==> config.mk <==
export PLATFORM = sky130hd
export DESIGN_NAME = key_queue
export DESIGN_NICKNAME = d
export VERILOG_FILES = /design/src/text_term_pkg.sv /design/src/key_queue.sv
export VERILOG_INCLUDE_DIRS = /design/src /design/src/src
export SDC_FILE = /design/constraint.sdc
export NUM_CORES = 1
export LEC_CHECK = 0
export ABC_CLOCK_PERIOD_IN_PS = 1700
export BUFFER_PORTS_ARGS = -buffer_cell sky130_fd_sc_hd__buf_2
export CAP_MARGIN = 5
export CELL_PAD_IN_SITES_DETAIL_PLACEMENT = 1
export CELL_PAD_IN_SITES_GLOBAL_PLACEMENT = 1
export CORE_MARGIN = 10
export CORE_UTILIZATION = 45
export DETAILED_ROUTE_END_ITERATION = 12
export GPL_TIMING_DRIVEN = 0
export PLACE_DENSITY = 0.73
export SYNTH_ARGS = -nofsm -noshare
export SYNTH_HDL_FRONTEND = slang
export SYNTH_SLANG_ARGS = --single-unit
==> constraint.sdc <==
create_clock -name clk -period 1.7 [get_ports clk]
set_input_delay 0 -clock clk [delete_from_list [all_inputs] [get_ports clk]]
set_output_delay 0 -clock clk [all_outputs]
set_load 0.01 [all_outputs]
==> src/text_term_cfg.svh <==
`ifndef TEXT_TERM_CFG_SVH
`define TEXT_TERM_CFG_SVH

// character grid geometry
// columns per row
`define TT_COLS 70

// rows on screen
`define TT_ROWS 30

// total cells, also the length of a clear sweep
`define TT_CELLS (`TT_COLS * `TT_ROWS)

// key queue entries
// the sender starts with this many credits
`define TT_KEY_DEPTH 4

`endif

==> src/text_term_pkg.sv <==
package text_term_pkg;

    // one character code, ascii
    typedef logic [7:0] char_t;

    // column index, 0 to TT_COLS-1
    typedef logic [6:0] col_t;

    // row index, 0 to TT_ROWS-1
    typedef logic [4:0] row_t;

    // cursor operation from the fsm to the counter
    // applied on the next clock edge
    typedef enum logic [2:0] {
        CUR_HOLD,
        CUR_NEXT,
        CUR_BACK,
        CUR_NEWLINE,
        CUR_HOME
    } cur_op_e;

    // key codes with special handling
    localparam char_t KEY_BS    = 8'h08;
    localparam char_t KEY_FF    = 8'h0C;
    localparam char_t KEY_CR    = 8'h0D;

    // blank cell, also the first printable code
    localparam char_t KEY_SPACE = 8'h20;

endpackage

==> src/key_queue.sv <==
`timescale 1ns/10ps
`include "text_term_cfg.svh"

module key_queue (
    input  logic                 clk,
    input  logic                 rstn,
    input  logic                 key_valid,
    input  text_term_pkg::char_t key_char,
    input  logic                 q_pop,
    output logic                 q_nonempty,
    output text_term_pkg::char_t q_char,
    output logic                 key_credit
);
    import text_term_pkg::*;

    localparam int DEPTH = `TT_KEY_DEPTH;
    localparam int PW    = (DEPTH > 1) ? $clog2(DEPTH) : 1;
    localparam int CW    = $clog2(DEPTH + 1);

    // circular storage
    char_t           mem [DEPTH];
    logic [PW-1:0]   wr_ptr;
    logic [PW-1:0]   rd_ptr;
    logic [CW-1:0]   count;

    // pointer step with wrap at DEPTH-1
    // (depth need not be a power of two)
    function automatic logic [PW-1:0] ptr_step(input logic [PW-1:0] p);
        if (p == PW'(DEPTH - 1)) begin
            return '0;
        end
        return p + 1'b1;
    endfunction

    // payload store
    always_ff @(posedge clk) begin
        if (key_valid) begin
            mem[wr_ptr] <= key_char;
        end
    end

    always_ff @(posedge clk) begin
        if (!rstn) begin
            wr_ptr     <= '0;
            rd_ptr     <= '0;
            count      <= '0;
            key_credit <= 1'b0;
        end else begin
            if (key_valid) begin
                wr_ptr <= ptr_step(wr_ptr);
            end
            if (q_pop) begin
                rd_ptr <= ptr_step(rd_ptr);
            end
            // occupancy unchanged when push and pop coincide
            case ({key_valid, q_pop})
                2'b10:   count <= count + 1'b1;
                2'b01:   count <= count - 1'b1;
                default: count <= count;
            endcase
            // one credit back per pop a cycle later
            key_credit <= q_pop;
        end
    end

    // head of queue
    assign q_nonempty = (count != '0);
    assign q_char     = mem[rd_ptr];

endmodule

==> flow_metrics.py <==
metrics = {
    "critical_path": {
        "worst_path_max_delay_cell": "dlygate4sd3_1",
        "required_ns": 1.98,
        "critPathMaxStageDelay_ns": 0.54,
        "worstPathArrival_ns": 1.92,
        "critPathLaunchType": "primary input",
        "worst_path_dominant_cell_family": "buffers and inverters",
        "critical_path_class": "primary input to register",
        "crit_path_end_kind": "register",
        "cp_max_fo": 4,
        "critical_path_buf_inv_count": 2,
        "crit_chain": "dlygate4sd3_1 > buf_2 > ha_1 > fa_1 > xnor2_1 > or3_1 > a21boi_1",
    },
    "finish": {
        "drive_gt1_frac": 0.307,
        "n_fill_cell": 346,
        "nets": 145,
        "area_growth_pct": 22.1,
        "finalCoreUtilization": 0.582,
        "final-seq-area_um2": 1160,
        "diodes": 0,
        "multi_input_area_um2": 440,
    },
    "drt": {
        "vias_per_cell": 4.92,
        "antenna_left": 0,
        "firstDrtPassIters": 2,
        "drt_iter0_markers": 28,
        "vias": 851,
        "drc": 0,
        "drt_wl_total_um": 2980,
        "post_drt_wl_per_cell_um": 17.2,
    },
    "sta": {
        "fmax_ghz": 0.609,
        "fin_tns_setup_ns": 0,
        "setup_viol": 0,
        "holdWs_ns": 0.284,
        "finalHoldViolations": 0,
        "worstMarginPinSlew_ns": 0.468,
        "skew_ns": 0.00393,
        "fin_ws_ns": 0.0574,
        "period_share": 0.966,
        "drv_slew": 0,
        "relSlewSlack": 0.688,
        "finalCriticalPeriod_ns": 1.64,
        "rsz0062_at_grt": "no",
    },
    "clock_tree": {
        "clock_latency_ns": 0.34,
        "clk_pin_slew_ns": 0.12,
        "cts_root_buffer": "clkbuf_4",
        "clock_path_buffers": 2,
        "ctsResizeCount": 0,
        "cts_tree": "built",
        "cts-buffers-inserted": 5,
        "htreeDepth": 2,
        "cts.sinks": 42,
        "postCtsSetupBuffers": 0,
    },
    "floorplanning": {
        "die_w_um": 80.2,
        "design.core.area_um2": 3420,
        "die_area_um2": 6430,
        "io-pin-count": 22,
        "die_h_um": 80.2,
        "rows": 21,
        "initial_core_util": 0.477,
    },
    "grt": {
        "grt_util_met1": 0.107,
        "grt_first_pass_wirelength_um": 4910,
        "met3_usage": 0.0423,
        "gr-total-overflow": 0,
        "grt_usage": 0.102,
        "grt_max_degree": 14,
        "grt-busiest-layer": "met2",
        "antenna_found_initial": 0,
        "use_met2": 0.175,
        "grt_pass1_vias": 983,
    },
    "power_and_ir_drop": {
        "finalPower_w": 0.00205,
        "power.density_nw_per_um2": 1030,
        "ir_drop_v": 0.000571,
        "p_leak_nw": 0.744,
    },
    "status": {
        "outcome": "complete, no violations",
    },
    "placement": {
        "port_buffers": 21,
        "gp_congestion": 0.700,
        "pre_cts_slack_ns": 0.165,
    },
    "logic_synthesis": {
        "avgSynthCellArea_um2": 18.9,
        "synth_area_leaders": "edfxtp_1, dfxtp_1, mux4_2",
        "ys.warnings.count": 0,
        "synth_area_um2": 1630,
        "syn-num-nets": 105,
        "syn_inst": 86,
        "ys_types": 18,
        "ys_seq_elements": 42,
        "ys_seq_area_frac": 0.713,
        "synth_top_area_share": 0.590,
        "yosysTopAreaCell": "edfxtp_1",
    },
    "worst_hold_path": {
        "hold_path_class": "primary input to register",
    },
    "run": {
        "cap_violations": 0,
    },
}
-- cell families after synthesis --
group | synth area share
multiplexers | 0.135
XOR/XNOR | 0.0108
buffers and inverters | 0.0169
AO/OA/AOI/OAI | 0.0123
AND/OR/NAND/NOR | 0.0538
flip-flops | 0.713
adder cells (fa/ha/maj) | 0.0584
-- registers in the layout, indices dropped and copies added, names as in the netlist, named ones only --
signal      flops
mem            32
wr_ptr          2
key_credit      1
count           3
rd_ptr          2
-- cell usage after synthesis --
library cell / count
a21boi_1: 1
and2_1: 6
buf_6: 1
clkbuf_2: 1
dfxtp_1: 10
edfxtp_1: 32
fa_1: 1
ha_1: 6
inv_1: 3
mux2i_1: 4
mux4_2: 8
nor2_1: 2
nor2b_1: 4
nor3_1: 1
o21a_1: 1
o21ai_0: 1
or3_1: 2
xnor2_1: 2
-- worst register-to-register path: stages, from the launching register on --
cell and delay [ns]:
dfxtp_1 0.41, ha_1 0.20, nor3_1 0.05, o21a_1 0.18, dlygate4sd3_1 0.54
-- path summary, 6_finish.rpt --
check / slack [ns] / end / cells after the start / startpoint
worst max-delay path: 0.06 / count[2] / 7 / q_pop
worst min-delay path: 0.28 / mem[1][2] / 2 / key_valid
worst max register to register: 0.22 / wr_ptr[0] / 4 / wr_ptr[0]
worst min register to register: 0.51 / count[2] / 2 / count[2]
-- metrics by stage --
step	area (um2)	std cells
floorplan	1630	86
global placement	1790	153
detailed placement	1790	153
CTS	1990	173
global route	1990	173
finish	1990	173
-- cells in the final DEF (no fill, tap or decap) --
cell           instances
edfxtp_1              32
buf_2                 21
dlygate4sd3_1         12
dfxtp_1               10
mux4_2                 8
and2_1                 6
ha_1                   6
clkbuf_4               5
mux2i_1                4
nor2b_1                4
inv_1                  3
or3_1                  2
xnor2_1                2
nor2_1                 2
clkinv_2               2
buf_6                  1
clkbuf_2               1
nor3_1                 1
o21a_1                 1
o21ai_0                1
a21boi_1               1
fa_1                   1
bufinv_16              1
-- metal layers --
metal,share of wire,up-vias
met3,0.046,4
li1,-,405
met1,0.40,427
met2,0.55,15
met5,0,-
met4,0.0097,0
-- power by group --
group	leakage, nW	internal, W	switching [W]
Clock	0.0450	0.000305	0.000300
Sequential	0.377	0.00116	0.0000251
Combinational	0.322	0.000138	0.000125
-- repair_timing --
item                                   4_1_cts  5_1_grt
hold buffers                                12        0
endpoints found under the hold margin       42        0
setup endpoints to repair                    0        0
-- cell type report --
| cell class | instances | share of cell area |
|---|---|---|
| plain buffers | 2 | 0.00818 |
| clock buffers | 5 | 0.0189 |
| clock inverters | 3 | 0.0201 |
| inverters | 3 | 0.00566 |
| multi-input cells | 39 | 0.221 |
| flip-flops and latches | 42 | 0.584 |
| well taps | 46 | 0.0289 |
| repair buffers | 33 | 0.113 |
Note: power is estimated with default switching activity, not from simulation.
