[src/text_term_cfg.svh]
`ifndef TEXT_TERM_CFG_SVH
`define TEXT_TERM_CFG_SVH

// character grid geometry
// columns per row
`define TT_COLS 70

// rows on screen
`define TT_ROWS 30

// total cells, also the length of a clear sweep
`define TT_CELLS (`TT_COLS * `TT_ROWS)

// key queue entries
// the sender starts with this many credits
`define TT_KEY_DEPTH 4

`endif

[src/text_term_pkg.sv]
package text_term_pkg;

    // one character code, ascii
    typedef logic [7:0] char_t;

    // column index, 0 to TT_COLS-1
    typedef logic [6:0] col_t;

    // row index, 0 to TT_ROWS-1
    typedef logic [4:0] row_t;

    // cursor operation from the fsm to the counter
    // applied on the next clock edge
    typedef enum logic [2:0] {
        CUR_HOLD,
        CUR_NEXT,
        CUR_BACK,
        CUR_NEWLINE,
        CUR_HOME
    } cur_op_e;

    // key codes with special handling
    localparam char_t KEY_BS    = 8'h08;
    localparam char_t KEY_FF    = 8'h0C;
    localparam char_t KEY_CR    = 8'h0D;

    // blank cell, also the first printable code
    localparam char_t KEY_SPACE = 8'h20;

endpackage

[src/cursor_counter.sv]
`timescale 1ns/10ps
`include "text_term_cfg.svh"

module cursor_counter (
    input  logic                   clk,
    input  logic                   rstn,
    input  text_term_pkg::cur_op_e cur_op,
    output text_term_pkg::col_t    cur_col,
    output text_term_pkg::row_t    cur_row,
    output logic                   sweep_last
);
    import text_term_pkg::*;

    // last valid indices
    localparam col_t LAST_COL = col_t'(`TT_COLS - 1);
    localparam row_t LAST_ROW = row_t'(`TT_ROWS - 1);

    // row step, bottom row wraps to the top
    function automatic row_t row_step(input row_t r);
        if (r == LAST_ROW) begin
            return '0;
        end
        return r + 1'b1;
    endfunction

    always_ff @(posedge clk) begin
        if (!rstn) begin
            cur_col <= '0;
            cur_row <= '0;
        end else begin
            case (cur_op)
                CUR_NEXT: begin
                    // line wrap at the last column
                    if (cur_col == LAST_COL) begin
                        cur_col <= '0;
                        cur_row <= row_step(cur_row);
                    end else begin
                        cur_col <= cur_col + 1'b1;
                    end
                end
                CUR_BACK: begin
                    // stuck at column 0, no reverse line wrap
                    if (cur_col != '0) begin
                        cur_col <= cur_col - 1'b1;
                    end
                end
                CUR_NEWLINE: begin
                    cur_col <= '0;
                    cur_row <= row_step(cur_row);
                end
                CUR_HOME: begin
                    cur_col <= '0;
                    cur_row <= '0;
                end
                default: begin
                    // hold
                    cur_col <= cur_col;
                    cur_row <= cur_row;
                end
            endcase
        end
    end

    // bottom right cell, end of the clear sweep
    // next CUR_NEXT from here lands on 0,0
    assign sweep_last = (cur_col == LAST_COL) && (cur_row == LAST_ROW);

endmodule

[config.mk]
export PLATFORM = sky130hd
export DESIGN_NAME = cursor_counter
export DESIGN_NICKNAME = d
export VERILOG_FILES = /design/src/text_term_pkg.sv /design/src/cursor_counter.sv
export VERILOG_INCLUDE_DIRS = /design/src /design/src/src
export SDC_FILE = /design/constraint.sdc
export NUM_CORES = 1
export LEC_CHECK = 0
export ABC_AREA = 1
export ABC_CLOCK_PERIOD_IN_PS = 4600
export BUFFER_PORTS_ARGS = -buffer_cell sky130_fd_sc_hd__buf_4
export CAP_MARGIN = 10
export CORE_ASPECT_RATIO = 1.2
export CORE_MARGIN = 1
export CORE_UTILIZATION = 59
export CTS_CLUSTER_DIAMETER = 60
export DETAILED_ROUTE_END_ITERATION = 10
export PLACE_DENSITY = 0.92
export SYNTH_ARGS = -nofsm -noshare
export SYNTH_HDL_FRONTEND = slang
export SYNTH_SLANG_ARGS = --single-unit
[constraint.sdc]
create_clock -name clk -period 4.6 [get_ports clk]
set_input_delay 0.23 -clock clk [delete_from_list [all_inputs] [get_ports clk]]
set_output_delay 0.23 -clock clk [all_outputs]
set_load 0.1 [all_outputs]
==> run_results.csv, run 1 <==
group,metric,value,unit
status,status,"completed",
logic_synthesis,syn_avg_cell_area,6.639,µm²
pwr,p_per_area,315.4,mW/mm²
routing,vias,1083,
routing,drc_errors,0,
floorplanning,core,0.001642,mm²
floorplanning,ios,18,
placed_design,dp_hpwl,1973,µm
final_layout,fin_cells,192,
grt,antenna_found_initial,0,
routing,wl_per_cell,12.77,µm
routing,topRoutingLayerUsed,"met4",
floorplanning,chipWidth,40.37,µm
routing,wl_met3,145,µm
setup_path,cp-end-kind,"output port",
logic_synthesis,synth.net_count,167,
routing,wirelength,2452,µm
logic_synthesis,synthCells,157,
clock_network,cts_buffer_depth,2,
grt,grt_pass1_wl,3525,µm
sta,setup-violations-final,0,
setup_path,worstSetupStartpointType,"flop",
grt,grt_max_degree,13,
clock_network,cts_tree,"done",
clock_network,clock-root-buffer,"clkbuf_4",
clock_network,htreeDepth,1,
sta,timing_hold_violations_final,0,
final_layout,n_antenna_cell,0,
placed_design,place_congestion,0.7938,
final_layout,syn_to_final_growth,13.33,%
run,maxCapViolations,0,
pwr,leakage,0.5681,nW
routing,viasPerCell,5.641,
sta,fmax,506.9,MHz
grt,gr-total-overflow,0,
routing,wl_met2,1269,µm
routing,drtAntennaViolNets,0,
sta,report.final.slew_viol_count,0,
final_layout,layout-drive-gt1-share,26.44,%
placed_design,place_area,0.001159,mm²
final_layout,final_cell_area,0.001181,mm²
clock_network,postCtsHoldBufs,0,
clock_network,clock_sinks,12,
clock_network,insertion_delay,270,ps
logic_synthesis,syn_area,0.001042,mm²
clock_network,cts.clk_slew.worst_paths,80,ps
logic_synthesis,ys.warnings.count,0,
final_layout,multiInputGateArea,678.2,µm²
setup_path,cp.arrival,1740,ps
sta,relSlewSlack,74.65,%
setup_path,critPathMaxFanout,8,
clock_network,cts_buffers,3,
floorplanning,rows,16,
worst_hold_path,min_path_type,"primary input to flop",
placed_design,port_buffers,17,
floorplanning,die_area,0.001939,mm²
placed_design,dp.cells,189,
sta,rsz0062_at_grt,"no",
sta,worst_slew_pin_slew,379.0,ps
sta,min_period,1973,ps
grt,grt_usage,26.57,%
setup_path,crit_type,"flop to output port",
routing,drt_iter0_markers,41,
clock_network,cts-resized-gates,0,
logic_synthesis,ys_seq_elements,12,
routing,wl_met1,939,µm
clock_network,post_cts_buffers,0,
pwr,irDropWorstVdd,248.4,µV
floorplanning,fp.dieH,48.04,µm
final_layout,nNetsFinal,186,
sta,period_share,42.88,%
logic_synthesis,ys_types,26,
sta,finClkSkew,0.6854,ps
routing,firstDrtPassIters,4,
grt,grt_pass1_vias,887,
logic_synthesis,synth_seq_area_share,23.05,%
sta,finalSetupTns,0,ps
setup_path,worstPathRequired,4370,ps
final_layout,seq_area,240.2,µm²
final_layout,nFillCells,151,
floorplanning,initial_core_util,63.49,%
## cell usage after synthesis, drive strengths merged
library cell	n	share of area, %
a21oi	9	4.3
a31oi	1	0.60
buf	3	3.2
dfxtp	12	23
ha	5	6.0
inv	24	8.6
nand2	32	14
nand3	14	7.9
nand3b	1	0.72
nand4	2	1.8
nor2	30	14
nor3	4	3.5
o21ai	12	6.1
o21bai	2	1.4
xor2	6	5.0
## path summary, 6_finish.rpt
| path | from | to | slack [ps] | cells past startpoint |
|---|---|---|---|---|
| worst max-delay path | cur_col[0] | sweep_last | 2630 | 6 |
| worst min-delay path | rstn | cur_col[0] | 260 | 3 |
| worst max register to register | cur_col[0] | cur_col[4] | 2850 | 10 |
| worst min register to register | cur_row[4] | cur_row[4] | 490 | 2 |
## state kept, by name, indices dropped and copies added, names as in the netlist
name / cells
cur_col: 7
cur_row: 5
## power by group
part           leakage [nW]  switching, W  internal (W)
logic                 0.456      0.000128     0.0000476
clock network        0.0138     0.0000357     0.0000303
registers            0.0984     0.0000187      0.000113
total                 0.568      0.000182      0.000191
## logic make-up after synthesis
| group | after synthesis | share of synthesized area (%) |
|---|---|---|
| AOI/OAI and AO/OA | 24 | 12.48 |
| xor gates and xnor gates | 6 | 5.042 |
| adders and majority gates | 5 | 6.002 |
| buffers and inverters | 27 | 11.88 |
| DFF | 12 | 23.05 |
| and+or+nand+nor | 83 | 41.54 |
## worst max-delay path, stage by stage, from the launching register on
cell	delay, ps
dfxtp_1	480
ha_1	250
inv_1	50
nor2_1	100
nand4_1	150
nor2_1	140
buf_4	300
## cells in the final DEF (no fill, tap or decap)
cell type,n
nand2_1,24
nor2_1,24
inv_1,17
buf_4,17
nand3_1,13
dfxtp_1,12
a21oi_1,9
o21ai_1,8
inv_2,7
nand2_2,7
xor2_1,6
ha_1,5
nor2_4,3
nor2_2,3
o21ai_0,3
clkbuf_4,3
nor3_1,2
o21bai_1,2
nand4_1,1
nand3_4,1
nor3_4,1
nand4_2,1
a31oi_1,1
nor3_2,1
nand3b_1,1
nand2_4,1
o21ai_2,1
## routing by layer
layer / vias to the layer above / global-route usage (%)
met4: 0 / 14.00
met5: - / 0
met3: 14 / 3.256
met2: 46 / 48.25
met1: 490 / 29.18
li1: 533 / -
## stage by stage
stage          setup WS [ps]  util (%)  hold WS [ps]  total power [W]
6_report                2627     71.95         260.1        0.0003725
5_1_grt                 2497     71.95         269.9        0.0003924
4_1_cts                 2668     71.95         257.4        0.0003726
3_5_place_dp            2895     70.58         476.6        0.0003076
3_3_place_gp            2974     70.58         474.3        0.0003004
2_1_floorplan           1483         -         370.7        0.0002778
## cell type report
type	instances	area share, %
Inverter	24	7.627
Timing Repair Buffer	17	10.81
Tap cell	18	1.907
Sequential cell	12	20.34
Clock buffer	3	1.907
Multi-Input combinational cell	118	57.42
No activity file was read; power rests on OpenSTA's default activity.
==> run 2: changes to the inputs <==
- ABC_AREA: 1 -> 0
- ABC_CLOCK_PERIOD_IN_PS: 4600 -> 1900
- CORE_UTILIZATION: 59 -> 55
- PLACE_DENSITY: 0.92 -> 0.87
- clock period: 4.6 -> 1.9 ns (I/O delays scaled with it)
==> run_results.csv, run 2 <==
group,metric,value,unit
setup_path,critPathMaxFanout,9,
routing,viasPerCell,6.906,
grt,grt_pass1_vias,1022,
worst_hold_path,hp-start,"rstn",
setup_path,slowest_delay,400,ps
logic_synthesis,synth_most_common_cell,"dfxtp_1",
routing,drtAntennaViolNets,0,
logic_synthesis,synth_area_leaders,"dfxtp_1 (22%), ha_1 (5.8%), nand3_1 (4.7%)",
placed_design,place_ws,45.79,ps
setup_path,cp-end-kind,"flop",
sta,finClkSkew,10.79,ps
floorplanning,fp.dieH,50.40,µm
grt,gr-total-overflow,0,
grt,grt_usage,29.69,%
sta,worst_slack,46.34,ps
floorplanning,die_area,0.002133,mm²
clock_network,cts-resized-gates,0,
floorplanning,rows,17,
pwr,leakage,0.4777,nW
logic_synthesis,yosys_most_used_dff,"dfxtp_1",
clock_network,cts_buffer_depth,2,
setup_path,path_cells,"inv_1 > ha_2 > or3b_4 > or2_1 > a311oi_2 > o221a_2",
setup_path,r2r_start,"cur_col[0]",
sta,timing_hold_violations_final,0,
final_layout,largestRegisters,"cur_col (7), cur_row (5)",
sta,fmax,539.5,MHz
floorplanning,ios,18,
logic_synthesis,synth_commonest_cells,"dfxtp_1 (12), nand3_1 (10), nor2_1 (9)",
setup_path,reg2regPathDepth,6,
clock_network,clock-root-buffer,"clkbuf_4",
placed_design,port_buffers,17,
floorplanning,chipWidth,42.33,µm
final_layout,largest_register_ffs,7,
sta,finalSetupTns,0,ps
pwr,p_per_area,662.4,mW/mm²
clock_network,cts_buffers,3,
setup_path,crit_cells,6,
final_layout,layout_common_cells,"buf_4 (17), nand3_1 (10), dfxtp_2 (10)",
routing,drt_iter0_markers,67,
clock_network,cts_tree,"done",
final_layout,n_antenna_cell,0,
logic_synthesis,syn_area,0.001074,mm²
final_layout,layout-drive-gt1-share,30.46,%
setup_path,worstSetupStartpointType,"flop",
final_layout,final_util,70.31,%
final_layout,layout_commonest_cell,"buf_4",
routing,vias,1174,
sta,min_period,1854,ps
final_layout,regMostFlops,"cur_col",
grt,antenna_found_initial,0,
sta,report.final.slew_viol_count,0,
sta,worst_slew_pin_slew,709.0,ps
clock_network,postCtsHoldBufs,0,
logic_synthesis,ys_seq_elements,12,
routing,firstDrtPassIters,7,
logic_synthesis,yosys.area.top_type_share,22.38,%
logic_synthesis,syn_avg_cell_area,7.723,µm²
sta,relSlewSlack,52.63,%
logic_synthesis,ys_types,45,
clock_network,post_cts_buffers,0,
logic_synthesis,synth-edff-count,0,
grt,grt_max_degree,16,
routing,wl_per_cell,17.19,µm
floorplanning,initial_core_util,58.69,%
setup_path,worstPathRequired,2120,ps
logic_synthesis,async_flop_share,0,%
worst_hold_path,min_path_type,"primary input to flop",
floorplanning,core,0.001829,mm²
pwr,finalPower,0.0008521,W
run,maxCapViolations,0,
sta,period_share,97.56,%
logic_synthesis,ys.warnings.count,0,
setup_path,crit_type,"flop to flop",
placed_design,dp_hpwl,2086,µm
final_layout,nNetsFinal,162,
logic_synthesis,synth_seq_area_share,22.38,%
clock_network,insertion_delay,280,ps
routing,drc_errors,0,
final_layout,syn_to_final_growth,19.81,%
setup_path,cp.arrival,2070,ps
logic_synthesis,synthCells,139,
clock_network,htreeDepth,1,
logic_synthesis,synth.net_count,149,
grt,grt_pass1_wl,4885,µm
setup_path,cpMaxStageDelayCell,"or3b_4",
setup_path,cp_top_family,"simple AND/OR/NAND/NOR gates",
setup_path,cp-startpoint,"cur_col[0]",
routing,wirelength,2922,µm
placed_design,place_congestion,0.9701,
sta,setup-violations-final,0,
pwr,irDropWorstVdd,468.7,µV
status,status,"completed",
clock_network,cts.clk_slew.worst_paths,70,ps
setup_path,critPathBufInv,1,
worst_hold_path,hold_depth,3,
sta,rsz0062_at_grt,"yes",
logic_synthesis,synth_largest_area_cell,"dfxtp_1",
clock_network,clock_sinks,12,
==> run 2: cell count changes in the layout (fill, tap and decap cells not counted), moves of 4 or more <==
cell	before	now
inv_1	17	6
dfxtp_1	12	0
o21ai_1	8	2
nand2_2	7	0
nor2_1	24	8
xor2_1	6	0
dfxtp_2	0	10
inv_2	7	0
nand2_1	24	7
nor2b_1	0	4
==> run 2: final timing paths <==
path	slack (ps)	to
worst min-delay path	110	cur_col[1]
worst min register to register	490	cur_row[4]
worst max register to register	50	cur_col[3]
worst max-delay path	50	cur_col[3]
==> run 2: area by class of cell <==
type / instances / area [µm²]
Multi-Input combinational cell: 112 / 815.8
Clock buffer: 4 / 36.28
Sequential cell: 12 / 260.3
Inverter: 6 / 22.52
Timing Repair Buffer: 17 / 127.6
Fill cell: 149 / 543.0
Tap cell: 19 / 23.77
==> run 2: worst min-delay path, cell delays in order <==
cell,delay [ps]
buf_4,150
o31ai_1,70
a21oi_1,40
==> run 2: metal layers <==
metal / GRT usage, % / part of all wire [%]
met2: 49.74 / 51
met5: 0 / 0
met1: 38.75 / 41
met3: 2.878 / 6.8
met4: 11.98 / 1.4
==> run 2: power breakdown <==
part           internal (W)  total [W]  switching, W
logic              0.000108   0.000340      0.000232
registers          0.000269   0.000302     0.0000336
clock network      0.000117   0.000210     0.0000929
==> run 2: kinds of logic (layout without fill, tap and decap cells) <==
family	count (synthesis)	after routing	share of synthesized area (%)
AND/OR/NAND/NOR	60	60	33.57
AO/OA/AOI/OAI	44	44	29.49
buffers and inverters	15	27	6.293
adder cells (fa/ha/maj)	5	5	5.828
flip-flops	12	12	22.38
XOR/XNOR	3	3	2.448
==> run 2: stage by stage <==
step / cells / hold slack [ps] / area, µm²
after global routing: 170 / 114.2 / 1286
final: 170 / 112.0 / 1286
after detailed placement: 166 / 391.9 / 1207
after global placement: 166 / 399.6 / 1207
after floorplan: 139 / 214.1 / 1101
after CTS: 170 / 102.8 / 1244
