[config.mk]
export PLATFORM = sky130hd
export DESIGN_NAME = key_cmd_fsm
export DESIGN_NICKNAME = d
export VERILOG_FILES = /design/src/text_term_cfg.svh /design/src/text_term_pkg.sv /design/src/key_cmd_fsm.sv
export SDC_FILE = /design/constraint.sdc
export NUM_CORES = 1
export LEC_CHECK = 0
export BUFFER_PORTS_ARGS = -buffer_cell sky130_fd_sc_hd__buf_2
export CORE_UTILIZATION = 42
export CTS_CLUSTER_DIAMETER = 120
export DETAILED_ROUTE_END_ITERATION = 10
export PLACE_DENSITY = 0.76
export RECOVER_POWER = 50
export SETUP_SLACK_MARGIN = 0.1
export SLEW_MARGIN = 20
export SYNTH_ARGS = -nofsm -noshare
export SYNTH_HDL_FRONTEND = slang
export SYNTH_SLANG_ARGS = --single-unit
export TNS_END_PERCENT = 5
[constraint.sdc]
create_clock -name clk -period 3 [get_ports clk]
set_input_delay 0.9 -clock clk [delete_from_list [all_inputs] [get_ports clk]]
set_output_delay 0.9 -clock clk [all_outputs]
set_load 0.03 [all_outputs]
[src/text_term_cfg.svh]
`ifndef TEXT_TERM_CFG_SVH
`define TEXT_TERM_CFG_SVH

// character grid geometry
// columns per row
`define TT_COLS 70

// rows on screen
`define TT_ROWS 30

// total cells, also the length of a clear sweep
`define TT_CELLS (`TT_COLS * `TT_ROWS)

// key queue entries
// the sender starts with this many credits
`define TT_KEY_DEPTH 4

`endif

[src/text_term_pkg.sv]
package text_term_pkg;

    // one character code, ascii
    typedef logic [7:0] char_t;

    // column index, 0 to TT_COLS-1
    typedef logic [6:0] col_t;

    // row index, 0 to TT_ROWS-1
    typedef logic [4:0] row_t;

    // cursor operation from the fsm to the counter
    // applied on the next clock edge
    typedef enum logic [2:0] {
        CUR_HOLD,
        CUR_NEXT,
        CUR_BACK,
        CUR_NEWLINE,
        CUR_HOME
    } cur_op_e;

    // key codes with special handling
    localparam char_t KEY_BS    = 8'h08;
    localparam char_t KEY_FF    = 8'h0C;
    localparam char_t KEY_CR    = 8'h0D;

    // blank cell, also the first printable code
    localparam char_t KEY_SPACE = 8'h20;

endpackage

[src/key_cmd_fsm.sv]
`timescale 1ns/10ps

module key_cmd_fsm (
    input  logic                   clk,
    input  logic                   rstn,
    input  logic                   q_nonempty,
    input  text_term_pkg::char_t   q_char,
    input  logic                   sweep_last,
    output logic                   q_pop,
    output text_term_pkg::cur_op_e cur_op,
    output logic                   wr_en,
    output text_term_pkg::char_t   wr_char
);
    import text_term_pkg::*;

    typedef enum logic [1:0] {
        IDLE,
        EXEC,
        BS_BLANK,
        CLEAR
    } state_e;

    // key class, decided at pop time
    typedef enum logic [2:0] {
        KIND_PRINT,
        KIND_BS,
        KIND_CR,
        KIND_FF,
        KIND_IGNORE
    } kind_e;

    // top of the printable range
    localparam char_t LAST_PRINT = 8'h7E;

    state_e state;
    state_e state_nxt;
    kind_e  kind_in;
    kind_e  kind_r;
    char_t  key_r;

    // classify the head entry
    always_comb begin
        if (q_char >= KEY_SPACE && q_char <= LAST_PRINT) begin
            kind_in = KIND_PRINT;
        end else if (q_char == KEY_BS) begin
            kind_in = KIND_BS;
        end else if (q_char == KEY_CR) begin
            kind_in = KIND_CR;
        end else if (q_char == KEY_FF) begin
            kind_in = KIND_FF;
        end else begin
            kind_in = KIND_IGNORE;
        end
    end

    // popped key and its class
    always_ff @(posedge clk) begin
        if (q_pop) begin
            key_r  <= q_char;
            kind_r <= kind_in;
        end
    end

    always_ff @(posedge clk) begin
        if (!rstn) begin
            state <= IDLE;
        end else begin
            state <= state_nxt;
        end
    end

    // outputs and next state
    always_comb begin
        state_nxt = state;
        q_pop     = 1'b0;
        cur_op    = CUR_HOLD;
        wr_en     = 1'b0;
        wr_char   = KEY_SPACE;
        case (state)
            IDLE: begin
                // take one key whenever one is waiting
                if (q_nonempty) begin
                    q_pop     = 1'b1;
                    state_nxt = EXEC;
                end
            end
            EXEC: begin
                state_nxt = IDLE;
                case (kind_r)
                    KIND_PRINT: begin
                        wr_en   = 1'b1;
                        wr_char = key_r;
                        cur_op  = CUR_NEXT;
                    end
                    KIND_BS: begin
                        // step back first, blank next cycle
                        cur_op    = CUR_BACK;
                        state_nxt = BS_BLANK;
                    end
                    KIND_CR: cur_op = CUR_NEWLINE;
                    KIND_FF: begin
                        cur_op    = CUR_HOME;
                        state_nxt = CLEAR;
                    end
                    default: cur_op = CUR_HOLD;
                endcase
            end
            BS_BLANK: begin
                // cursor already moved back
                wr_en     = 1'b1;
                state_nxt = IDLE;
            end
            CLEAR: begin
                // one space per cell, starting at 0,0
                wr_en  = 1'b1;
                cur_op = CUR_NEXT;
                if (sweep_last) begin
                    state_nxt = IDLE;
                end
            end
            default: state_nxt = IDLE;
        endcase
    end

endmodule

==> results.tsv, run 1 <==
metric	value	unit
Rows	13	
Crit. End Element	output pin	
drt drc	0	
post-CTS setup repair buffer count	0	
RSZ-0062 raised after global routing	no	
Hold WS	0.540	ns
worst-path maximum fanout	8	
layout cells sized above 1	27.8	%
syn nets	62	
Reg clk slew, reported paths	0.07	ns
WS Path Type	flip-flop to output pin	
Clock Latency Late Sink	0.27	ns
Via density	4.77	
Final nets	92	
Worst Setup SP	kind_r[2]	
crit path time final	2.47	ns
Clock Path Buffers	2	
Post-Synthesis Cells	50	
R2R cell count	2	
synthesis-stage register bit count	13	
final setup vio count	0	
setup tns final	0	ns
Hold Crit Class	flip-flop to flip-flop	
register area share after synthesis	60.7	%
final worst clock skew	0.00266	ns
final hold viol count	0	
capture point of the critical path	wr_char[3]	
crit-path max cell delay	0.50	ns
pre-CTS setup slack	0.685	ns
GPL Wtd Cong	0.730	
worst vdd ir	0.285	mV
reg2reg start	state[1]	
clk sinks	13	
post-CTS resize count	0	
synthesized cell area	611	µm²
TritonCTS buffer count	3	
synthesis-to-finish area growth	26.0	%
CTS H-Tree Depth	1	
I/O pin total	25	
1st-iter DRT viols	20	
PwrDens	465	nW/µm²
port buffer count	24	
first-pass GRT wire length	1.55	mm
initial antenna violation count	0	
GRT Total Usage	15.5	%
die width	40.1	µm
Max Slew Vio Count	0	
synthesized area per cell	12.2	µm²
Final Util	57.7	%
warnings from Yosys	0	
Worst-Margin Slew	0.607	ns
largest net degree at the start of global routing	13	
Critical R2R Capture	kind_r[1]	
max cap viols	0	
power after layout	358	µW
Worst Path Required	2.10	ns
n_diodes	0	
wirelength, routed	1.01	mm
Setup WS post-layout	0.530	ns
die height	40.1	µm
DPL Wire Length	803	µm
Tcrit/Tclk final	82.3	%
Initial Utilization	45.8	%
grt total ovfl	0	
slowest CP cell	edfxtp_1	
die area	1610	µm²
Max-slew headroom	59.5	%
r2r setup slk	1.41	ns
FMAX	405	MHz
fill count	134	
vias in the first global route	350	
Initial DRT Pass Iterations	4	
drt wl/cell	10.8	µm
data arrival time of the critical path	1.57	ns
P_leak	0.307	nW
Netlist cell types	22	
DRT antenna net count	0	
core area	1330	µm²
vias	448	
clk root buf	clkbuf_4	
status	complete, no violations	
CTS tree	built	
Startpoint Class	flip-flop	
Cell Chain, Critical Path	nor4_4 -> and2_1 -> buf_2	
CTS Hold Bufs	0	
==> stage by stage <==
stage	cell area, µm²	std cells
floorplan	616	50
global placement	762	90
detailed placement	762	90
CTS	790	94
global route	769	94
finish	769	94
==> kinds of logic (layout without fill, tap and decap cells) <==
| group | count (synthesis) | after routing | synth area share, % |
|---|---|---|---|
| AO/OA/AOI/OAI | 5 | 5 | 6.35 |
| XOR/XNOR | 1 | 1 | 1.43 |
| buffers and inverters | 0 | 29 | 0 |
| flip-flops | 13 | 13 | 60.7 |
| AND/OR/NAND/NOR | 31 | 31 | 31.6 |
==> cell usage after synthesis <==
library cell  instances  share of area (%)
a21o_1                1                1.2
a21oi_1               1               0.82
and2_1                7                7.2
and3_1                1                1.0
dfxtp_1               2                6.6
edfxtp_1             11                 54
nand2_1               4                2.5
nand2b_1              1                1.0
nand2b_4              1                2.3
nand3_1               1               0.82
nand4_1               1                1.0
nor2_1                7                4.3
nor2b_1               2                2.0
nor3_1                2                1.6
nor3_2                1                1.6
nor3b_1               1                1.2
nor4_4                1                3.5
nor4b_1               1                1.4
o21a_1                1                1.2
o31a_1                1                1.4
o32a_1                1                1.6
xnor2_1               1                1.4
==> how the worst min path moves through the flow <==
stage	from	to	cells after the start
finish	state[0]	state[1]	2
global route	state[0]	state[1]	2
CTS	state[0]	state[1]	2
detailed placement	state[0]	state[1]	2
global placement	state[0]	state[1]	2
floorplan	state[0]	state[1]	2
==> critical path, delay by kind of cell (launching register included) <==
kind,cells,cell delay (ns)
buffers and inverters,1,0.19
AND/OR/NAND/NOR,2,0.61
flip-flops,1,0.50
==> report_power, final <==
| group | internal [mW] | leakage (nW) | switching [mW] |
|---|---|---|---|
| sequential | 0.208 | 0.123 | 0.00713 |
| combinational | 0.0144 | 0.166 | 0.0244 |
| clock | 0.0494 | 0.0177 | 0.0552 |
| total | 0.271 | 0.307 | 0.0868 |
==> sequential cells by signal, summed over array words and instances, names as in the netlist <==
register,count
key_r,8
kind_r,3
state,2
==> layout by cell type (no fill, tap or decap) <==
master,netlist,routed
a21o_1,1,1
a21oi_1,1,1
and2_1,7,7
and3_1,1,1
buf_2,0,15
clkbuf_1,0,10
clkbuf_4,0,3
clkinv_2,0,1
dfxtp_1,2,2
edfxtp_1,11,11
nand2_1,4,4
nand2b_1,1,1
nand2b_4,1,1
nand3_1,1,1
nand4_1,1,1
nor2_1,7,7
nor2b_1,2,2
nor3_1,2,2
nor3_2,1,1
nor3b_1,1,1
nor4_4,1,1
nor4b_1,1,1
o21a_1,1,1
o31a_1,1,1
o32a_1,1,1
xnor2_1,1,1
==> layer usage <==
layer  share of wire, %  vias up  wire length (µm)  track usage, %
met2                 49       13               491            20.6
met5                  0        -                 0               0
met1                 45      193               450            22.4
li1                   -      240                 -               -
met3                5.6        2                57            1.67
met4                1.1        0                11            12.9
==> layout make-up <==
type / count / area [µm²] / share of cell area, %
Sequential cell: 13 / 370 / 48.1
Clock inverter: 1 / 5.00 / 0.650
Tap cell: 15 / 18.8 / 2.44
Timing Repair Buffer: 25 / 113 / 14.6
Multi-Input combinational cell: 37 / 240 / 31.2
Clock buffer: 3 / 22.5 / 2.93
No activity file was read; power rests on OpenSTA's default activity.
==> run 2, diff against run 1 <==
Clock period 3 ns to 2.44 ns, I/O delays scaled along.
==> results.tsv, run 2 (synthesis gave the netlist of run 1 again) <==
metric	value	unit	change
commonest non-fill, non-tap cells in the layout	13 x buf_2, 11 x edfxtp_1, 10 x clkbuf_1		was 15 x buf_2, 11 x edfxtp_1, 10 x clkbuf_1
largest net degree at the start of global routing	13		unchanged
wirelength, routed	1.07	mm	was 1.01 mm
most common cell after layout, fill and taps aside	buf_2		unchanged
Design Area, Final	795	µm²	was 769 µm²
final worst clock skew	0.000977	ns	was 0.00266 ns
core area	1330	µm²	unchanged
Final nets	94		was 92
max cap viols	0		unchanged
DRT antenna net count	0		unchanged
Placement Cell Area	762	µm²	unchanged
GPL Wtd Cong	0.704		was 0.730
grt total ovfl	0		unchanged
first-pass GRT wire length	1.46	mm	was 1.55 mm
Tcrit/Tclk final	92.8	%	
worst vdd ir	0.249	mV	was 0.285 mV
drt wl/cell	11.1	µm	was 10.8 µm
Rows	13		unchanged
Worst Path Required	1.71	ns	was 2.10 ns
PwrDens	561	nW/µm²	was 465 nW/µm²
die height	40.1	µm	unchanged
1st-iter DRT viols	7		was 20
CTS H-Tree Depth	1		unchanged
Max Slew Vio Count	0		unchanged
DRT met1 WL	531	µm	was 450 µm
Via density	4.96		was 4.77
RSZ-0062 raised after global routing	yes		was no
Reg clk slew, reported paths	0.07	ns	about the same
die area	1610	µm²	unchanged
synthesis-to-finish area growth	30.1	%	was 26.0%
GRT Total Usage	14.8	%	was 15.5%
WS Path Type	flip-flop to output pin		unchanged
final setup vio count	0		unchanged
Initial Utilization	45.8	%	unchanged
biggest registers after layout	key_r (8), kind_r (3), state (2)		unchanged
CTS tree	built		unchanged
Worst-Margin Slew	0.592	ns	was 0.607 ns
Hold Crit Class	flip-flop to flip-flop		unchanged
FMAX	442	MHz	
vias in the first global route	354		was 350
routed wl met2	481	µm	was 491 µm
max layer used	met4		unchanged
clk root buf	clkbuf_4		unchanged
status	complete, no violations		unchanged
n_diodes	0		unchanged
port buffer count	24		unchanged
die width	40.1	µm	unchanged
Clock Path Buffers	2		unchanged
Clock Latency Late Sink	0.27	ns	about the same
worst-path maximum fanout	8		unchanged
Crit. End Element	output pin		unchanged
data arrival time of the critical path	1.53	ns	was 1.57 ns
P_leak	0.316	nW	was 0.307 nW
power after layout	446	µW	was 358 µW
clk sinks	13		unchanged
number of flip-flops in the largest register	8		unchanged
TritonCTS buffer count	3		unchanged
vias	476		was 448
Initial DRT Pass Iterations	4		unchanged
I/O pin total	25		unchanged
Startpoint Class	flip-flop		unchanged
final hold viol count	0		unchanged
initial antenna violation count	0		unchanged
layout cells sized above 1	32.1	%	was 27.8%
Largest Register	key_r		unchanged
metal3 WL	44	µm	was 57 µm
crit path time final	2.26	ns	
drt drc	0		unchanged
setup tns final	0	ns	unchanged
Max-slew headroom	60.6	%	was 59.5%
==> run 2: changes by cell type in the layout (fill, tap and decap cells not counted), sizes merged <==
| cell | previous run | this run |
|---|---|---|
| clkbuf | 13 | 15 |
| buf | 15 | 16 |
| clkinv | 1 | 0 |
==> run 2: critical path, cell delays in order (launching register included) <==
cell and delay [ns]:
dfxtp_2 0.35, nand2b_4 0.16, nor4_4 0.26, buf_4 0.18
and2_1 0.12, buf_2 0.19
==> run 2: what timing repair did <==
action,in CTS,in global routing
pin swaps,1,0
setup buffers,1,1
gates cloned,0,0
setup endpoints to repair,7,7
hold buffers,0,0
gates resized for setup,1,5
==> run 2: area by class of cell <==
cell class | count | area [µm²]
sequential | 13 | 373
clock buffer | 4 | 26.3
timing repair buffer | 27 | 136
fill | 126 | 539
multi-input combinational | 37 | 240
tap | 15 | 18.8
==> run 2: stage by stage <==
step | util (%) | hold WS (ns) | cells | setup WS [ns]
6_report | 59.6 | 0.495 | 96 | 0.176
5_1_grt | 59.6 | 0.543 | 96 | 0.0915
4_1_cts | 59.8 | 0.509 | 95 | 0.126
3_5_place_dp | 57.1 | 0.540 | 90 | 0.391
3_3_place_gp | 57.1 | 0.537 | 90 | 0.446
2_1_floorplan | - | 0.509 | 50 | 0.107
==> run 2: power by group <==
group	switching, mW	internal [mW]
Sequential	0.00899	0.256
Clock	0.0672	0.0634
Combinational	0.0308	0.0198
Total	0.107	0.339
==> run 2: worst paths after layout <==
| kind | depth (start not counted) | start | to | slack [ns] |
|---|---|---|---|---|
| setup reg to reg | 2 | state[0] | key_r[7] | 0.92 |
| setup / recovery | 5 | state[1] | wr_char[4] | 0.18 |
| hold / removal | 2 | state[0] | state[1] | 0.50 |
| hold reg to reg | 2 | state[0] | state[1] | 0.50 |
==> run 2: metal layers <==
layer  vias up  track usage (%)
met1       215             20.1
met5         -                0
met3         2             3.33
met4         0             12.9
met2        15             19.8
li1        244                -
==> run 3, diff against run 2 <==
Settings changed: ABC_AREA from default to 1, PLACE_DENSITY 0.76 to 0.75.
==> results.tsv, run 3 <==
metric	value	unit	change
vias	557		was 476
Setup WS post-layout	0.253	ns	was 0.176 ns
biggest registers after layout	key_r (8), kind_r (3), state (2)		unchanged
post-CTS resize count	0		was 1
fill count	146		was 126
number of flip-flops in the largest register	8		unchanged
FMAX	457	MHz	was 442 MHz
R2R cell count	4		was 2
Clock Latency Late Sink	0.28	ns	was 0.27 ns
Initial DRT Pass Iterations	4		unchanged
most common cell after layout, fill and taps aside	nor2_1		was buf_2
TritonCTS buffer count	3		unchanged
die width	41.9	µm	was 40.1 µm
P_leak	0.390	nW	was 0.316 nW
Netlist cell types	18		was 22
r2r setup slk	0.98	ns	was 0.92 ns
CTS Hold Bufs	0		unchanged
port buffer count	24		unchanged
die height	41.9	µm	was 40.1 µm
DPL Wire Length	961	µm	
GPL Wtd Cong	0.741		was 0.704
initial antenna violation count	0		unchanged
synthesized cell area	669	µm²	was 611 µm²
max cap viols	0		unchanged
Tcrit/Tclk final	89.6	%	was 92.8%
ys async rst share	0	%	unchanged
worst vdd ir	0.349	mV	was 0.249 mV
CTS H-Tree Depth	1		unchanged
Worst-Margin Slew	0.590	ns	was 0.592 ns
warnings from Yosys	0		unchanged
Max Slew Vio Count	0		unchanged
CTS tree	built		unchanged
Clock Path Buffers	2		unchanged
Via density	4.49		was 4.96
synth top area cells	edfxtp_1 49%, nor2_1 12%, nand2_1 12%		was edfxtp_1 54%, and2_1 7.2%, dfxtp_1 6.6%
Largest Register	key_r		unchanged
synthesis-stage register bit count	13		unchanged
status	complete, no violations		unchanged
syn nets	92		was 62
post-CTS setup repair buffer count	0		was 1
first-pass GRT wire length	1.91	mm	was 1.46 mm
pre-CTS setup slack	0.521	ns	was 0.391 ns
Post-Synthesis Cells	80		was 50
top-area cell type share of the netlist area	49.3	%	was 54.1%
crit path time final	2.19	ns	was 2.26 ns
Crit. End Element	output pin		unchanged
synthesis-to-finish area growth	23.2	%	was 30.1%
power after layout	452	µW	was 446 µW
EDFF count, synth	11		unchanged
commonest non-fill, non-tap cells in the layout	22 x nor2_1, 21 x nand2_1, 16 x buf_2		was 13 x buf_2, 11 x edfxtp_1, 10 x clkbuf_1
grt total ovfl	0		unchanged
clk root buf	clkbuf_4		unchanged
data arrival time of the critical path	1.46	ns	was 1.53 ns
worst-path maximum fanout	9		was 8
Max-slew headroom	60.7	%	was 60.6%
most frequent cells after synthesis	22 x nor2_1, 21 x nand2_1, 11 x edfxtp_1, 10 x inv_1		was 11 x edfxtp_1, 7 x and2_1, 7 x nor2_1, 4 x nand2_1
1st-iter DRT viols	14		was 7
largest area contributor in the netlist	edfxtp_1		unchanged
register area share after synthesis	55.3	%	was 60.7%
Reg clk slew, reported paths	0.07	ns	about the same
core area	1490	µm²	was 1330 µm²
Hold Path Stages	2		unchanged
Worst Path Required	1.71	ns	about the same
I/O pin total	25		unchanged
most used flip-flop cell after synthesis	edfxtp_1		unchanged
synthesized area per cell	8.37	µm²	was 12.2 µm²
die area	1760	µm²	was 1610 µm²
DRT antenna net count	0		unchanged
Rows	14		was 13
Startpoint Class	flip-flop		unchanged
clk sinks	13		unchanged
RSZ-0062 raised after global routing	yes		unchanged
final worst clock skew	0.00673	ns	was 0.000977 ns
wirelength, routed	1.18	mm	was 1.07 mm
drt drc	0		unchanged
Initial Utilization	45.0	%	was 45.8%
WS Path Type	flip-flop to output pin		unchanged
layout cells sized above 1	23.1	%	was 32.1%
final hold viol count	0		unchanged
vias in the first global route	467		was 354
PwrDens	548	nW/µm²	was 561 nW/µm²
Hold Crit Class	flip-flop to flip-flop		unchanged
setup tns final	0	ns	unchanged
n_diodes	0		unchanged
drt wl/cell	9.48	µm	was 11.1 µm
GRT Total Usage	14.1	%	was 14.8%
final setup vio count	0		unchanged
Final nets	121		was 94
largest net degree at the start of global routing	12		was 13
most numerous cell in the Yosys netlist	nor2_1		was edfxtp_1
==> run 3: worst max-delay path, cell delays in order (launching register included) <==
cell	delay (ns)
edfxtp_1	0.46
nor2_1	0.22
nand2_2	0.15
o21bai_1	0.14
buf_2	0.20
==> run 3: cell families after synthesis <==
group                  count (synthesis)  share of synthesized area, %
AOI/OAI and AO/OA                      4                          3.92
DFF                                   13                          55.3
and+or+nand+nor                       51                          32.9
buffers and inverters                 12                          7.85
==> run 3: path summary, 6_finish.rpt <==
path                  start   endpoint
hold reg to reg    state[0]   state[1]
setup / recovery  kind_r[0]      wr_en
hold / removal     state[0]   state[1]
setup reg to reg   state[1]  kind_r[1]
==> run 3: power by group <==
group	switching (mW)	internal [mW]
registers	0.00495	0.255
logic	0.0421	0.0180
clock network	0.0708	0.0608
total	0.118	0.334
==> run 3: layer usage <==
layer	up-vias	wire length, µm	GRT usage [%]
met1	236	555	18.9
met4	0	17	5.81
li1	308	-	-
met5	-	0	0
met2	11	565	22.5
met3	2	39	2.61
==> run 3: cell type report <==
class | count | area [µm²] | area share, %
inverter | 11 | 41.3 | 5.01
clock inverter | 1 | 5.00 | 0.607
clock buffer | 3 | 22.5 | 2.73
multi-input combinational | 55 | 251 | 30.5
sequential | 13 | 370 | 44.9
timing repair buffer | 25 | 114 | 13.8
tap | 16 | 20.0 | 2.43
==> run 3: metrics by stage <==
step	instance area, µm²	utilization [%]	std cells	hold WS (ns)
final	825	55.4	124	0.558
after global routing	825	55.4	124	0.576
after CTS	833	56.0	124	0.566
after detailed placement	806	54.1	120	0.553
after global placement	806	54.1	120	0.543
after floorplan	669	-	80	0.522
